`src/hdl/issue_pkg.sv`:
```
package issue_pkg;

  // register ids index x0..x31
  localparam int reg_id_w = 5;

  // major opcodes seen by the issue stage
  localparam logic [6:0] opc_op     = 7'b0110011;
  localparam logic [6:0] opc_op_imm = 7'b0010011;
  localparam logic [6:0] opc_load   = 7'b0000011;

  // funct7 of the M extension ops within OP
  localparam logic [6:0] funct7_mul = 7'b0000001;

  // register-register layout
  typedef struct packed {
    logic [6:0]          funct7;
    logic [reg_id_w-1:0] rs2;
    logic [reg_id_w-1:0] rs1;
    logic [2:0]          funct3;
    logic [reg_id_w-1:0] rd;
    logic [6:0]          opcode;
  } instr_r_t;

  // immediate layout used by OP-IMM and LOAD
  typedef struct packed {
    logic [11:0]         imm;
    logic [reg_id_w-1:0] rs1;
    logic [2:0]          funct3;
    logic [reg_id_w-1:0] rd;
    logic [6:0]          opcode;
  } instr_i_t;

  // one instruction word, two ways to read it
  typedef union packed {
    instr_r_t r;
    instr_i_t i;
  } instr_u;

endpackage

```
`src/hdl/issue_decode.sv`:
```
`timescale 1ns/1ps

module issue_decode (
  input  logic                           instr_v_i,
  input  issue_pkg::instr_u              instr_i,
  input  logic                           dependency_i,

  output logic [issue_pkg::reg_id_w-1:0] src1_id_o,
  output logic [issue_pkg::reg_id_w-1:0] src2_id_o,
  output logic [issue_pkg::reg_id_w-1:0] dest_id_o,
  output logic                           reads_rs1_o,
  output logic                           reads_rs2_o,
  output logic                           writes_rd_o,

  output logic                           issue_o,
  output logic                           stall_o,
  output logic                           score_o,
  output logic                           mul_v_o,
  output logic                           load_req_v_o
);

  import issue_pkg::*;

  logic [6:0] opcode;
  logic       is_op;
  logic       is_op_imm;
  logic       is_load;
  logic       is_mul;

  // opcode sits in the same bits for both views
  assign opcode    = instr_i.r.opcode;
  assign is_op     = (opcode == opc_op);
  assign is_op_imm = (opcode == opc_op_imm);
  assign is_load   = (opcode == opc_load);
  assign is_mul    = is_op && (instr_i.r.funct7 == funct7_mul);

  // operand fields and use flags per instruction class
  always_comb begin
    src1_id_o   = '0;
    src2_id_o   = '0;
    dest_id_o   = '0;
    reads_rs1_o = 1'b0;
    reads_rs2_o = 1'b0;
    writes_rd_o = 1'b0;
    if (is_op) begin
      src1_id_o   = instr_i.r.rs1;
      src2_id_o   = instr_i.r.rs2;
      dest_id_o   = instr_i.r.rd;
      reads_rs1_o = 1'b1;
      reads_rs2_o = 1'b1;
      writes_rd_o = 1'b1;
    end else if (is_op_imm || is_load) begin
      src1_id_o   = instr_i.i.rs1;
      dest_id_o   = instr_i.i.rd;
      reads_rs1_o = 1'b1;
      writes_rd_o = 1'b1;
    end
  end

  // a valid instruction either goes or is rejected in the same cycle
  assign issue_o = instr_v_i & ~dependency_i;
  assign stall_o = instr_v_i & dependency_i;

  // only long-latency results are tracked
  assign score_o      = issue_o & (is_mul | is_load);
  assign mul_v_o      = issue_o & is_mul;
  assign load_req_v_o = issue_o & is_load;

endmodule

```
`src/hdl/scoreboard.sv`:
```
`timescale 1ns/1ps

module scoreboard #(
  parameter int els_p            = 32,
  parameter int num_clear_port_p = 2
) (
  input  logic                                                 clk_i,
  input  logic                                                 reset_i,

  input  logic [issue_pkg::reg_id_w-1:0]                       src1_id_i,
  input  logic [issue_pkg::reg_id_w-1:0]                       src2_id_i,
  input  logic [issue_pkg::reg_id_w-1:0]                       dest_id_i,

  input  logic                                                 reads_rs1_i,
  input  logic                                                 reads_rs2_i,
  input  logic                                                 writes_rd_i,

  input  logic                                                 score_i,
  input  logic [num_clear_port_p-1:0]                          clear_i,
  input  logic [num_clear_port_p-1:0][issue_pkg::reg_id_w-1:0] clear_id_i,

  output logic                                                 dependency_o
);

  logic [els_p-1:0]                       busy_r;
  logic [num_clear_port_p-1:0][els_p-1:0] clear_by_port;
  logic [els_p-1:0]                       clear_combined;
  logic [els_p-1:0]                       score_onehot;
  logic                                   depend_on_rs1;
  logic                                   depend_on_rs2;
  logic                                   depend_on_rd;

  // one-hot decode of each clear port
  always_comb begin
    for (int p = 0; p < num_clear_port_p; p++) begin
      clear_by_port[p] = '0;
      if (clear_i[p]) begin
        clear_by_port[p][clear_id_i[p]] = 1'b1;
      end
    end
  end

  // merge all ports into a single clear vector
  always_comb begin
    clear_combined = '0;
    for (int p = 0; p < num_clear_port_p; p++) begin
      clear_combined = clear_combined | clear_by_port[p];
    end
  end

  // x0 is hardwired zero so it never gets a busy bit
  always_comb begin
    score_onehot = '0;
    if (score_i && (dest_id_i != '0)) begin
      score_onehot[dest_id_i] = 1'b1;
    end
  end

  // score beats a clear on the same register
  always_ff @(posedge clk_i) begin
    if (reset_i) begin
      busy_r <= '0;
    end else begin
      busy_r <= score_onehot | (busy_r & ~clear_combined);
    end
  end

  // clears arriving this cycle release the operand right away
  assign depend_on_rs1 = reads_rs1_i & busy_r[src1_id_i] & ~clear_combined[src1_id_i];
  assign depend_on_rs2 = reads_rs2_i & busy_r[src2_id_i] & ~clear_combined[src2_id_i];
  assign depend_on_rd  = writes_rd_i & busy_r[dest_id_i] & ~clear_combined[dest_id_i];

  assign dependency_o = depend_on_rs1 | depend_on_rs2 | depend_on_rd;

endmodule

```
`src/hdl/mul_pipe.sv`:
```
`timescale 1ns/1ps

module mul_pipe #(
  parameter int mul_lat_p = 3
) (
  input  logic                           clk_i,
  input  logic                           reset_i,

  input  logic                           mul_v_i,
  input  logic [issue_pkg::reg_id_w-1:0] mul_rd_i,

  output logic                           wb_v_o,
  output logic [issue_pkg::reg_id_w-1:0] wb_id_o
);

  logic [mul_lat_p-1:0]                              v_r;
  logic [mul_lat_p-1:0][issue_pkg::reg_id_w-1:0]     rd_r;

  // stage 0 takes the new op, every stage shifts each cycle
  always_ff @(posedge clk_i) begin
    if (reset_i) begin
      v_r <= '0;
    end else begin
      v_r[0] <= mul_v_i;
      for (int s = 1; s < mul_lat_p; s++) begin
        v_r[s] <= v_r[s-1];
      end
    end
  end

  // tags ride alongside the valid bits
  always_ff @(posedge clk_i) begin
    rd_r[0] <= mul_rd_i;
    for (int s = 1; s < mul_lat_p; s++) begin
      rd_r[s] <= rd_r[s-1];
    end
  end

  // last stage is the writeback
  assign wb_v_o  = v_r[mul_lat_p-1];
  assign wb_id_o = rd_r[mul_lat_p-1];

endmodule

```
`src/hdl/issue_top.sv`:
```
`timescale 1ns/1ps

module issue_top #(
  parameter int els_p            = 32,
  parameter int num_clear_port_p = 2,
  parameter int mul_lat_p        = 3
) (
  input  logic                           clk_i,
  input  logic                           reset_i,

  input  logic                           instr_v_i,
  input  issue_pkg::instr_u              instr_i,

  input  logic                           mem_resp_v_i,
  input  logic [issue_pkg::reg_id_w-1:0] mem_resp_id_i,

  output logic                           issue_o,
  output logic                           stall_o,

  output logic                           load_req_v_o,
  output logic [issue_pkg::reg_id_w-1:0] load_req_id_o,

  output logic                           wb_v_o,
  output logic [issue_pkg::reg_id_w-1:0] wb_id_o
);

  import issue_pkg::*;

  logic [reg_id_w-1:0]                       src1_id;
  logic [reg_id_w-1:0]                       src2_id;
  logic [reg_id_w-1:0]                       dest_id;
  logic                                      reads_rs1;
  logic                                      reads_rs2;
  logic                                      writes_rd;
  logic                                      dependency;
  logic                                      score;
  logic                                      mul_v;
  logic [num_clear_port_p-1:0]               clear_v;
  logic [num_clear_port_p-1:0][reg_id_w-1:0] clear_id;

  // port 0 is multiply writeback, port 1 is memory response
  assign clear_v[0]  = wb_v_o;
  assign clear_id[0] = wb_id_o;
  assign clear_v[1]  = mem_resp_v_i;
  assign clear_id[1] = mem_resp_id_i;

  // load request carries the decoded rd
  assign load_req_id_o = dest_id;

  issue_decode i_issue_decode (
    .instr_v_i    (instr_v_i),
    .instr_i      (instr_i),
    .dependency_i (dependency),
    .src1_id_o    (src1_id),
    .src2_id_o    (src2_id),
    .dest_id_o    (dest_id),
    .reads_rs1_o  (reads_rs1),
    .reads_rs2_o  (reads_rs2),
    .writes_rd_o  (writes_rd),
    .issue_o      (issue_o),
    .stall_o      (stall_o),
    .score_o      (score),
    .mul_v_o      (mul_v),
    .load_req_v_o (load_req_v_o)
  );

  scoreboard #(
    .els_p            (els_p),
    .num_clear_port_p (num_clear_port_p)
  ) i_scoreboard (
    .clk_i        (clk_i),
    .reset_i      (reset_i),
    .src1_id_i    (src1_id),
    .src2_id_i    (src2_id),
    .dest_id_i    (dest_id),
    .reads_rs1_i  (reads_rs1),
    .reads_rs2_i  (reads_rs2),
    .writes_rd_i  (writes_rd),
    .score_i      (score),
    .clear_i      (clear_v),
    .clear_id_i   (clear_id),
    .dependency_o (dependency)
  );

  mul_pipe #(
    .mul_lat_p (mul_lat_p)
  ) i_mul_pipe (
    .clk_i    (clk_i),
    .reset_i  (reset_i),
    .mul_v_i  (mul_v),
    .mul_rd_i (dest_id),
    .wb_v_o   (wb_v_o),
    .wb_id_o  (wb_id_o)
  );

endmodule

```
`config.mk`:
```
export PLATFORM = sky130hd
export DESIGN_NAME = issue_top
export DESIGN_NICKNAME = d
export VERILOG_FILES = /design/src/hdl/issue_pkg.sv /design/src/hdl/issue_decode.sv /design/src/hdl/scoreboard.sv /design/src/hdl/mul_pipe.sv /design/src/hdl/issue_top.sv
export SDC_FILE = /design/constraint.sdc
export NUM_CORES = 1
export LEC_CHECK = 0
export BUFFER_PORTS_ARGS = -buffer_cell sky130_fd_sc_hd__buf_2
export CAP_MARGIN = 0
export CORE_ASPECT_RATIO = 0.5
export CORE_MARGIN = 4
export CORE_UTILIZATION = 57
export CTS_CLUSTER_DIAMETER = 60
export DETAILED_ROUTE_END_ITERATION = 8
export PLACE_DENSITY = 0.8
export SYNTH_ARGS = -nofsm -noshare
export SYNTH_HDL_FRONTEND = slang
export SYNTH_SLANG_ARGS = --single-unit
```
`constraint.sdc`:
```
create_clock -name clk_i -period 4.6 [get_ports clk_i]
set_clock_uncertainty 0.1 [all_clocks]
set_input_delay 0.92 -clock clk_i [delete_from_list [all_inputs] [get_ports clk_i]]
set_output_delay 0.92 -clock clk_i [all_outputs]
set_load 0.02 [all_outputs]
```
==> metrics.cfg <==
[routing]
detail_route.first_pass.iterations = 9
routedWlPerCell_um = 24.3
drt_iter0_drc = 663
ant_nets = 0
vias = 3842
drc = 0
routed_wl_um = 13000
post_drt_via_cell_ratio = 7.18

[synthesis]
synth_area_leaders = dfxtp_1, o22ai_2, o221ai_1
synth_largest_area_cell = dfxtp_1
synth.avg_cell_area_um2 = 8.72
synth-main-ff-cell = dfxtp_1
synth_cells = 402
ys_types = 65
synth-edff-count = 0
synth_warnings = 0
netlist.area_leader.share = 0.286
async_reset_ff_frac = 0
yosysSeqAreaShare = 0.286
syn_area_um2 = 3500
syn-num-nets = 443
synth_seq_cells = 50

[clock_network]
clkSinkCount = 50
root_buffer = clkbuf_16
cts_tree = yes
postCtsHoldBufs = 0
clk_path_buf_depth = 2
clkSlewWorstSetupHoldPaths_ns = 0.06
h-tree-depth = 2
clk_latency_ns = 0.29
numCtsBuffers = 5

[setup_path]
worstSetupPathType = input pin to primary output
start_kind = input pin
cp_max_fo = 4
worstPathRequired_ns = 3.58
arrival_ns = 3.53
worstSetupEndpointType = primary output

[floorplan]
die-area_um2 = 7540
boundaryPins = 55
initial_core_util = 0.614
die_height_um = 63.4
rows = 19
die_x_um = 119
core_area_um2 = 5710

[timing]
whs_ns = 0.228
fin_crit_ns = 4.55
finalCritPeriodShare = 0.989
slew_violations = 0
hold_viol = 0
fmax_mhz = 220
tightest_slew_ns = 0.942
final-setup-viol-count = 0
slew_headroom = 0.367

[pwr]
p_leak_uw = 0.00152
vdd_ir_drop_max_mv = 0.161
pwr_density_cell_nw_per_um2 = 236

[job]
maxCapViolations = 0

[grt]
grt_max_degree = 36
grt_pass1_wl_um = 20200
antenna_found_initial = 0
track_usage = 0.341
grt_pass1_vias = 3671
grt-ovfl-total = 0

[place]
portBuffers = 51
place_area_um2 = 3920
detailed_place_hpwl_um = 9550
gp_congestion = 1.03

[worst_hold_path]
hold_path_class = flop to flop

[layout]
area_growth_syn_to_layout_pct = 17.0
fin_nets = 502
final_area_um2 = 4100
insertedDiodeCount = 0
drive_gt1_frac = 0.307

[outcome]
status = finished, final reports clean

-- layout make-up --
class	instances	area (um2)
multi-input combinational	310	2280
fill	468	1610
sequential	50	1000
timing repair buffer	88	533
clock buffer	5	125
tap	73	91.3
clock inverter	3	47.5
inverter	6	22.5
-- Yosys cell counts, drive strengths merged, types with 5 or more instances --
| cell | count |
|---|---|
| o211ai | 5 |
| nor2b | 5 |
| clkbuf | 18 |
| nor3 | 12 |
| and2 | 5 |
| o21ai | 6 |
| buf | 18 |
| o2111ai | 5 |
| a31oi | 5 |
| mux2i | 15 |
| nand3 | 7 |
| or3 | 5 |
| o22ai | 37 |
| nand4b | 6 |
| nor2 | 24 |
| o221ai | 34 |
| or4bb | 6 |
| a21oi | 12 |
| nand2 | 51 |
| nand4 | 5 |
| inv | 6 |
| nand2b | 11 |
| nor4b | 5 |
| dfxtp | 50 |
| mux2 | 8 |
-- stage by stage --
stage | utilization | setup WS (ns) | setup TNS, ns | power, uW | cells
after detailed placement | 0.687 | 0.0166 | 0 | 544 | 527
after CTS | 0.717 | 0.0153 | 0 | 960 | 535
final | 0.718 | 0.0523 | 0 | 968 | 535
after global routing | 0.718 | -0.0396 | -0.0396 | 994 | 535
after global placement | 0.687 | 0.0451 | 0 | 540 | 527
after floorplan | - | 0.233 | 0 | 503 | 402
-- worst max-delay path, stage by stage --
cell	delay [ns]
buf_2	0.11
nor4b_2	0.33
and3_2	0.31
mux4_2	0.58
a211o_1	0.29
o311a_1	0.12
a211o_1	0.33
o211ai_4	0.21
and2_2	0.18
buf_2	0.16
-- cells by family (layout without fill, tap and decap cells) --
family          count (synthesis)  after routing  share of synthesized area
buf+inv                        42            102                     0.0664
flops                          50             50                      0.286
compound gates                122            122                      0.300
mux                            26             26                     0.0910
simple gates                  162            162                      0.257
-- cell usage in the layout (no fill, tap or decap), types with 2 or more instances in the layout --
master / n
a41oi_1: 2
or4_1: 3
nor2_1: 24
buf_4: 37
nand4_1: 5
o21bai_1: 2
o22ai_1: 12
and2_1: 4
or3_1: 4
nand4b_1: 6
dfxtp_1: 50
nor2b_1: 5
nand3b_1: 2
a21oi_1: 12
mux2_2: 6
o31ai_1: 2
buf_2: 51
or4b_2: 2
a22oi_1: 2
nand2_1: 51
nand3_1: 7
o2111ai_1: 5
inv_1: 5
mux2i_1: 15
o21ai_0: 6
mux4_1: 2
or4bb_1: 6
o22ai_2: 25
and3_2: 2
nor3_1: 12
a31oi_1: 5
o221ai_1: 34
nand2b_1: 11
clkbuf_16: 5
nor4b_1: 4
a211o_1: 2
or2_1: 2
o32ai_1: 2
o211ai_1: 4
-- flip-flops by register name (all words and copies together) (netlist names) --
name,count
i_scoreboard.busy_r,32
i_mul_pipe.rd_r,10
i_mul_pipe.wb_id_o,5
i_mul_pipe.v_r,3
-- report_power, final --
group / internal, uW / switching (uW) / leakage [uW]
registers: 434 / 0.789 / 0.000403
logic: 34.8 / 70.2 / 0.00104
clock network: 260 / 169 / 0.0000844
-- final timing paths --
| path | start | endpoint | slack, ns | cells after the start |
|---|---|---|---|---|
| setup reg to reg | i_mul_pipe.wb_id_o[0] | i_scoreboard.busy_r[12] | 1.00 | 9 |
| hold reg to reg | i_mul_pipe.rd_r[4] | i_mul_pipe.rd_r[9] | 0.23 | 0 |
| setup / recovery | instr_i[6] | stall_o | 0.05 | 10 |
| hold / removal | i_mul_pipe.rd_r[4] | i_mul_pipe.rd_r[9] | 0.23 | 0 |
-- metal layers --
layer | GRT usage | share of wire
met3 | 0.131 | 0.16
met2 | 0.486 | 0.40
met1 | 0.480 | 0.41
met4 | 0.0866 | 0.018
met5 | 0 | 0
-- timing repair --
action	CTS	global route
setup endpoints to repair	0	3
setup buffers	0	0
resized for setup	0	2
hold endpoints to repair	0	0
(Power assumes the default switching activity.)
